<file path="src/verilog/dataPath_params.svh">
`ifndef DATAPATH_PARAMS_SVH
`define DATAPATH_PARAMS_SVH

// Width of the shared bus and of every register on it
`define DATA_WIDTH 32

// General purpose registers R0 through R15
`define REG_COUNT 16

// Bus source select wide enough for every driver plus the idle code
`define SEL_WIDTH 5

`endif

</file>
<file path="src/verilog/aluOpsPkg.sv">
package aluOpsPkg;

    // ALU operation codes applied to Y and the bus word
    typedef enum logic [4:0] {
        ADD = 5'd0,
        SUB = 5'd1,
        AND = 5'd2,
        OR  = 5'd3,
        SHR = 5'd4,   // Logical right shift of Y
        SHL = 5'd5,
        ROR = 5'd6,
        ROL = 5'd7,
        NEG = 5'd8,   // Two's complement of the bus word
        NOT = 5'd9,
        MUL = 5'd10,  // Full 64 bit unsigned product
        INC = 5'd11   // Bus word plus one for the PC increment
    } aluOp;

endpackage

</file>
<file path="src/verilog/busSourcePkg.sv">
`include "dataPath_params.svh"

package busSourcePkg;

    // Bus drivers in drive enable bit order
    typedef enum logic [`SEL_WIDTH-1:0] {
        R0, R1, R2, R3,
        R4, R5, R6, R7,
        R8, R9, R10, R11,
        R12, R13, R14, R15,
        PC,
        IR,
        HI,
        LO,
        ZLOW,
        ZHIGH,
        MDR,
        NONE  // Bus reads zero when no driver is enabled
    } busSource;

    // One drive enable per real source
    localparam int DRIVER_COUNT = int'(NONE);

endpackage

</file>
<file path="src/verilog/aluUnit.sv">
`timescale 1ns/1ps
`include "dataPath_params.svh"

module aluUnit
    import aluOpsPkg::*;
(
    input  logic [`DATA_WIDTH-1:0]   yWord,
    input  logic [`DATA_WIDTH-1:0]   busData,
    input  aluOp                     operation,
    output logic [2*`DATA_WIDTH-1:0] result
);

    localparam int SHIFT_BITS = $clog2(`DATA_WIDTH);

    logic [SHIFT_BITS-1:0]    shiftAmount;
    logic [2*`DATA_WIDTH-1:0] doubled;
    logic [2*`DATA_WIDTH-1:0] rightRotated;
    logic [2*`DATA_WIDTH-1:0] leftRotated;
    logic [2*`DATA_WIDTH-1:0] product;
    logic [`DATA_WIDTH-1:0]   lowWord;

    assign shiftAmount = busData[SHIFT_BITS-1:0];  // Low bits of the bus give the amount

    // Two copies of Y side by side turn a rotate into a plain shift
    assign doubled = {yWord, yWord};
    assign rightRotated = doubled >> shiftAmount;
    assign leftRotated = doubled << shiftAmount;

    assign product = {{`DATA_WIDTH{1'b0}}, yWord} * {{`DATA_WIDTH{1'b0}}, busData};

    always_comb begin
        case (operation)
            ADD: lowWord = yWord + busData;
            SUB: lowWord = yWord - busData;
            AND: lowWord = yWord & busData;
            OR:  lowWord = yWord | busData;
            SHR: lowWord = yWord >> shiftAmount;
            SHL: lowWord = yWord << shiftAmount;
            ROR: lowWord = rightRotated[`DATA_WIDTH-1:0];
            ROL: lowWord = leftRotated[2*`DATA_WIDTH-1:`DATA_WIDTH];
            NEG: lowWord = -busData;
            NOT: lowWord = ~busData;
            MUL: lowWord = product[`DATA_WIDTH-1:0];
            INC: lowWord = busData + 1'b1;
            default: lowWord = '0;
        endcase
    end

    // Only the multiply fills the upper half
    always_comb begin
        if (operation == MUL) begin
            result = product;
        end else begin
            result = {{`DATA_WIDTH{1'b0}}, lowWord};
        end
    end

endmodule

</file>
<file path="src/verilog/busArbiter.sv">
`timescale 1ns/1ps
`include "dataPath_params.svh"

module busArbiter
    import busSourcePkg::*;
(
    input  logic                   Clock,
    input  logic                   reset,
    input  logic [DRIVER_COUNT-1:0] driveEnables,
    input  logic [`DATA_WIDTH-1:0] sources [DRIVER_COUNT],
    output logic [`DATA_WIDTH-1:0] busData,
    output busSource               selected,
    output logic                   busConflict
);

    logic [`SEL_WIDTH-1:0]  code;
    logic [`DATA_WIDTH-1:0] merged;
    logic                   multiDrive;

    // OR together the index and word of every enabled source
    // With a single driver this is an exact encoder and mux
    always_comb begin
        code = '0;
        merged = '0;
        for (int i = 0; i < DRIVER_COUNT; i++) begin
            if (driveEnables[i]) begin
                code = code | `SEL_WIDTH'(i);
                merged = merged | sources[i];
            end
        end
    end

    assign selected = (driveEnables == '0) ? NONE : busSource'(code);
    assign busData = merged;  // Zero when nothing drives

    assign multiDrive = ($countones(driveEnables) > 1);

    always_ff @(posedge Clock) begin
        if (reset) begin
            busConflict <= 1'b0;
        end else begin
            busConflict <= multiDrive;  // Flag shows in the cycle after the clash
        end
    end

    // The control sequence never enables two drivers at once
    singleDriver: assert property (
        @(posedge Clock) disable iff (reset)
        $onehot0(driveEnables)
    ) else $error("busArbiter: more than one bus driver enabled");

endmodule

</file>
<file path="src/verilog/dataPath.sv">
`timescale 1ns/1ps
`include "dataPath_params.svh"

module dataPath
    import aluOpsPkg::*;
    import busSourcePkg::*;
(
    input  logic                   Clock,
    input  logic                   reset,
    input  logic [`REG_COUNT-1:0]  regLoad,
    input  logic [`REG_COUNT-1:0]  regDrive,
    input  logic                   pcLoad,
    input  logic                   pcDrive,
    input  logic                   irLoad,
    input  logic                   irDrive,
    input  logic                   hiLoad,
    input  logic                   hiDrive,
    input  logic                   loLoad,
    input  logic                   loDrive,
    input  logic                   yLoad,
    input  logic                   zLowLoad,
    input  logic                   zHighLoad,
    input  logic                   zLowDrive,
    input  logic                   zHighDrive,
    input  logic                   marLoad,
    input  logic                   mdrLoad,
    input  logic                   mdrDrive,
    input  logic                   memRead,
    input  aluOp                   operation,
    input  logic [`DATA_WIDTH-1:0] memData,
    output logic [`DATA_WIDTH-1:0] busData,
    output logic [`DATA_WIDTH-1:0] marAddress,
    output logic                   busConflict
);

    logic [`DATA_WIDTH-1:0]   regWords [`REG_COUNT];
    logic [`DATA_WIDTH-1:0]   pcWord, irWord, hiWord, loWord;
    logic [`DATA_WIDTH-1:0]   yWord, zLowWord, zHighWord, marWord, mdrWord;
    logic [2*`DATA_WIDTH-1:0] aluResult;
    logic [DRIVER_COUNT-1:0]  driveEnables;
    logic [`DATA_WIDTH-1:0]   sources [DRIVER_COUNT];
    busSource                 busSelect;

    // Bit order follows the busSource encoding
    assign driveEnables = {mdrDrive, zHighDrive, zLowDrive, loDrive,
                           hiDrive, irDrive, pcDrive, regDrive};

    always_comb begin
        for (int i = 0; i < `REG_COUNT; i++) begin
            sources[i] = regWords[i];
        end
        sources[PC] = pcWord;
        sources[IR] = irWord;
        sources[HI] = hiWord;
        sources[LO] = loWord;
        sources[ZLOW] = zLowWord;
        sources[ZHIGH] = zHighWord;
        sources[MDR] = mdrWord;
    end

    busArbiter arbiter (
        .Clock(Clock), .reset(reset), .driveEnables(driveEnables), .sources(sources),
        .busData(busData), .selected(busSelect), .busConflict(busConflict)
    );

    registerFile generalRegs (
        .Clock(Clock), .reset(reset), .regLoad(regLoad), .busData(busData),
        .regWords(regWords)
    );

    aluUnit alu (.yWord(yWord), .busData(busData), .operation(operation), .result(aluResult));

    memoryDataReg mdr (
        .Clock(Clock), .reset(reset), .mdrLoad(mdrLoad), .memRead(memRead),
        .memData(memData), .busData(busData), .mdrWord(mdrWord)
    );

    // Special registers that each load from the bus on their own enable
    always_ff @(posedge Clock) begin
        if (reset) begin
            pcWord <= '0;
            irWord <= '0;
            hiWord <= '0;
            loWord <= '0;
            yWord <= '0;
            zLowWord <= '0;
            zHighWord <= '0;
            marWord <= '0;
        end else begin
            if (pcLoad) pcWord <= busData;
            if (irLoad) irWord <= busData;
            if (hiLoad) hiWord <= busData;
            if (loLoad) loWord <= busData;
            if (yLoad) yWord <= busData;
            if (zLowLoad) zLowWord <= aluResult[`DATA_WIDTH-1:0];  // Z takes the ALU, not the bus
            if (zHighLoad) zHighWord <= aluResult[2*`DATA_WIDTH-1:`DATA_WIDTH];
            if (marLoad) marWord <= busData;
        end
    end

    assign marAddress = marWord;

endmodule

</file>
<file path="src/verilog/memoryDataReg.sv">
`timescale 1ns/1ps
`include "dataPath_params.svh"

module memoryDataReg (
    input  logic                   Clock,
    input  logic                   reset,
    input  logic                   mdrLoad,
    input  logic                   memRead,
    input  logic [`DATA_WIDTH-1:0] memData,
    input  logic [`DATA_WIDTH-1:0] busData,
    output logic [`DATA_WIDTH-1:0] mdrWord
);

    logic [`DATA_WIDTH-1:0] nextWord;

    assign nextWord = memRead ? memData : busData;  // Memory side wins on a read

    always_ff @(posedge Clock) begin
        if (reset) begin
            mdrWord <= '0;
        end else if (mdrLoad) begin
            mdrWord <= nextWord;
        end
    end

endmodule

</file>
<file path="src/verilog/registerFile.sv">
`timescale 1ns/1ps
`include "dataPath_params.svh"

module registerFile (
    input  logic                   Clock,
    input  logic                   reset,
    input  logic [`REG_COUNT-1:0]  regLoad,
    input  logic [`DATA_WIDTH-1:0] busData,
    output logic [`DATA_WIDTH-1:0] regWords [`REG_COUNT]
);

    logic [`DATA_WIDTH-1:0] words [`REG_COUNT];

    // Every register listens to the same bus word
    always_ff @(posedge Clock) begin
        if (reset) begin
            for (int i = 0; i < `REG_COUNT; i++) begin
                words[i] <= '0;
            end
        end else begin
            for (int i = 0; i < `REG_COUNT; i++) begin
                if (regLoad[i]) begin
                    words[i] <= busData;
                end
            end
        end
    end

    always_comb begin
        for (int i = 0; i < `REG_COUNT; i++) begin
            regWords[i] = words[i];
        end
    end

    // One bus transfer per cycle means one destination register
    singleLoad: assert property (
        @(posedge Clock) disable iff (reset)
        $onehot0(regLoad)
    ) else $error("registerFile: more than one register load enabled");

endmodule
</file>
<file path="config.mk">
export PLATFORM = sky130hd
export DESIGN_NAME = dataPath
export DESIGN_NICKNAME = d
export VERILOG_FILES = /design/src/verilog/aluOpsPkg.sv /design/src/verilog/busSourcePkg.sv /design/src/verilog/aluUnit.sv /design/src/verilog/busArbiter.sv /design/src/verilog/dataPath.sv /design/src/verilog/memoryDataReg.sv /design/src/verilog/registerFile.sv
export VERILOG_INCLUDE_DIRS = /design/src /design/src/verilog
export SDC_FILE = /design/constraint.sdc
export NUM_CORES = 2
export LEC_CHECK = 0
export BUFFER_PORTS_ARGS = -buffer_cell sky130_fd_sc_hd__buf_2
export CAP_MARGIN = 20
export CORE_MARGIN = 3
export CORE_UTILIZATION = 40
export CTS_BUF_LIST = sky130_fd_sc_hd__clkbuf_8
export DETAILED_ROUTE_END_ITERATION = 8
export PLACE_DENSITY_LB_ADDON = 0.15
export SETUP_SLACK_MARGIN = 0.5
export SYNTH_ARGS = -nofsm -noshare
export SYNTH_HDL_FRONTEND = slang
export SYNTH_SLANG_ARGS = --single-unit
</file>
<file path="constraint.sdc">
create_clock -name Clock -period 28.8 [get_ports Clock]
set_clock_uncertainty 0.15 [all_clocks]
set_input_delay 5.76 -clock Clock [delete_from_list [all_inputs] [get_ports Clock]]
set_output_delay 5.76 -clock Clock [all_outputs]
set_load 0.05 [all_outputs]
</file>
==> reports/results.txt <==
Setup violators final = 0
Share of cells above drive strength 1 = 7.65%
Num rows = 157
Post-Syn Area = 74300 µm²
Total grt overflow = 0
Initial cell density of the core = 40.4%
DR vias/cell = 5.81
Total of max-cap violations = 0
Final Cell Area = 80000 µm²
Drt first-iter violations = 5739
Antenna Nets Post-Route = 0
Vias in the first global route = 61.2k
Worst path max stage delay = 0.91 ns
Post-synth top area share = 24.6%
Htree depth = 4
CORE AREA = 184000 µm²
All-Layer GR Usage = 30.4%
Port bufs = 152
Postcts setup bufs = 0
Synth Area in Simple Gates = 16.7%
Worst hold path class = flop to flop
Critical Path AT = 16.23 ns
Endpoints failing hold = 0
Synthesis-to-layout area growth = 7.64%
Post-Synth Adder-Cell Area = 30.4%
Leading cell type by number of instances after synthesis = inv_1
R2R depth = 30
Unrepaired setup endpoints after global routing = false
Crit path kind = input port to flop
Startpoint types = input port
CTS tree = yes
Critical Path End Type = flop
Clock Tree Buf Depth = 3
Hpwl dp = 201000 µm
Top_reg_cell synth = edfxtp_1
Top post-synthesis cells by area = fa_1 25%, edfxtp_1 21%, and2_1 7.8%, dfxtp_1 7.8%, ha_1 5.8%
Crit-path most repeated cell = fa_1
Fraction of registers with async set or reset after synthesis = 0%
Critical Path Sink = zHighWord[29]
Die area = 191000 µm²
CP max FO = 59
Slowest cell on crit path = a41oi_1
CTS buffer count = 131
Clk Latency, worst-skew pair = 0.88 ns
Root Buffer = clkbuf_8
Synth top cells by count = 975 x inv_1, 932 x and2_1, 915 x fa_1
Final min period = 15.71 ns
Area leader, netlist = fa_1
Endpoint of the worst register-to-register path = zHighWord[29]
First-pass GRT wire length = 428000 µm
Pin count of the biggest net entering global routing = 116
R2R Setup Slk = 18.08 ns
RR Startpoint = zLowWord[3]
Max frequency = 0.0636 GHz
Main combinational cell family by area after synthesis = adder cells
Hold buffers post-CTS = 0
Cell count after synthesis = 7765
Fin. max-slew vios = 0
Dpl cell area = 77400 µm²
Outcome = complete, no violations
Syn_nets = 9110
Synthesized flop and latch total = 801
Initial antenna violation count = 24
Die X = 437 µm
YS warnings = 0
Worst-path clk slew = 0.06 ns
Seq/Total Area, Yosys = 28.5%
Drt pass-1 iters = 7
Die height = 437 µm
Post-synth cell types = 87
DR vias = 59.4k
Nets = 8981
CTS sink count = 801
Wire per inst = 28.7 µm
Gpl congestion = 0.951
Xor/xnor share of the synthesized area = 1.28%
Worst Path Required = 29.32 ns
Slew HR = 18.9%
Number of flops mapped to enable cells by yosys = 512
Sum Neg Setup Slack = 0 ns
# resized after CTS = 0
Non-filler cells, final = 10.2k
Synth Area in Compound Gates = 13.5%
Hold WS = 0.330 ns
Avg Cell Area, Syn = 9.57 µm²
Worst Max-Slew Pin Slew = 1.19 ns
Placed Cells = 9964
Fin crit share = 54.6%
Final wirelength = 293000 µm
Residual DRC count = 0
Num ports = 153
Crit. Startpoint = regDrive[13]
Mux cell area share after synthesis = 1.61%
stage by stage:
stage | setup slack [ns] | utilization [%]
2_1_floorplan | 14.12 | -
3_3_place_gp | 12.34 | 42.0
3_5_place_dp | 12.27 | 42.1
4_1_cts | 13.14 | 43.5
5_1_grt | 12.49 | 43.5
6_report | 13.09 | 43.5
metal layers:
| layer | up-vias | part of all wire, % | GRT usage, % |
|---|---|---|---|
| met1 | 30600 | 41 | 39.1 |
| met3 | 689 | 6.5 | 4.20 |
| met4 | 8 | 5.0 | 13.4 |
| li1 | 25600 | - | - |
| met2 | 2532 | 48 | 51.1 |
| met5 | - | 0.019 | 0 |
final cells by class:
type / count / area, µm²
clock inverters: 96 / 642
well taps: 2464 / 3080
clock buffers: 144 / 1980
repair buffers: 329 / 2160
flip-flops and latches: 801 / 21200
inverters: 999 / 3750
fillers: 18100 / 104000
diodes: 10 / 25.0
multi-input cells: 5374 / 47200
cells by family after synthesis:
| family | count (synthesis) |
|---|---|
| buf+inv | 1590 |
| simple gates | 2458 |
| fa+ha+maj | 1257 |
| flops | 801 |
| compound gates | 1432 |
| mux | 118 |
| xor+xnor | 109 |
how the worst min path moves through the flow:
stage | startpoint | endpoint | slack [ns] | cells after the start
3_3_place_gp | zLowWord[5] | zLowWord[5] | 0.32 | 2
6_report | zLowWord[5] | zLowWord[5] | 0.33 | 2
5_1_grt | pcWord[30] | pcWord[30] | 0.35 | 2
3_5_place_dp | zLowWord[2] | zLowWord[2] | 0.32 | 2
4_1_cts | marAddress[17] | marAddress[17] | 0.33 | 2
2_1_floorplan | zHighWord[19] | zHighWord[19] | 0.27 | 2
worst max-delay path: cells and delay by family:
kind	cells	cell delay (ns)
AOI/OAI and AO/OA	11	3.35
xor gates and xnor gates	1	0.17
adders and majority gates	9	4.10
buffers and inverters	7	1.77
and+or+nand+nor	4	0.97
flip-flops by register name, summed over array words and instances, names as in the netlist:
name	cells
yWord	32
generalRegs.words	512
loWord	32
irWord	32
mdr.mdrWord	32
pcWord	32
zHighWord	32
arbiter.busConflict	1
marAddress	32
zLowWord	32
hiWord	32
cell usage in the layout (no fill, tap or decap), drive strengths merged, types with 43 or more instances in the layout:
cell type,netlist,layout
a211oi,218,218
a21o,69,69
a21oi,218,218
a221oi,55,55
a22oi,277,277
and2,932,932
buf,78,329
clkbuf,513,144
dfxtp,289,289
edfxtp,512,512
fa,915,915
ha,342,342
inv,977,1040
mux2i,114,114
nand2,729,729
nand3,76,76
nand4,69,69
nor2,445,445
nor3,75,75
o211ai,43,43
o21ai,237,237
xnor2,63,63
xor2,46,46
Power is left out: the tool's default activity adds up to more than one toggle a clock period on the data nets, which glitch-free logic cannot reach.
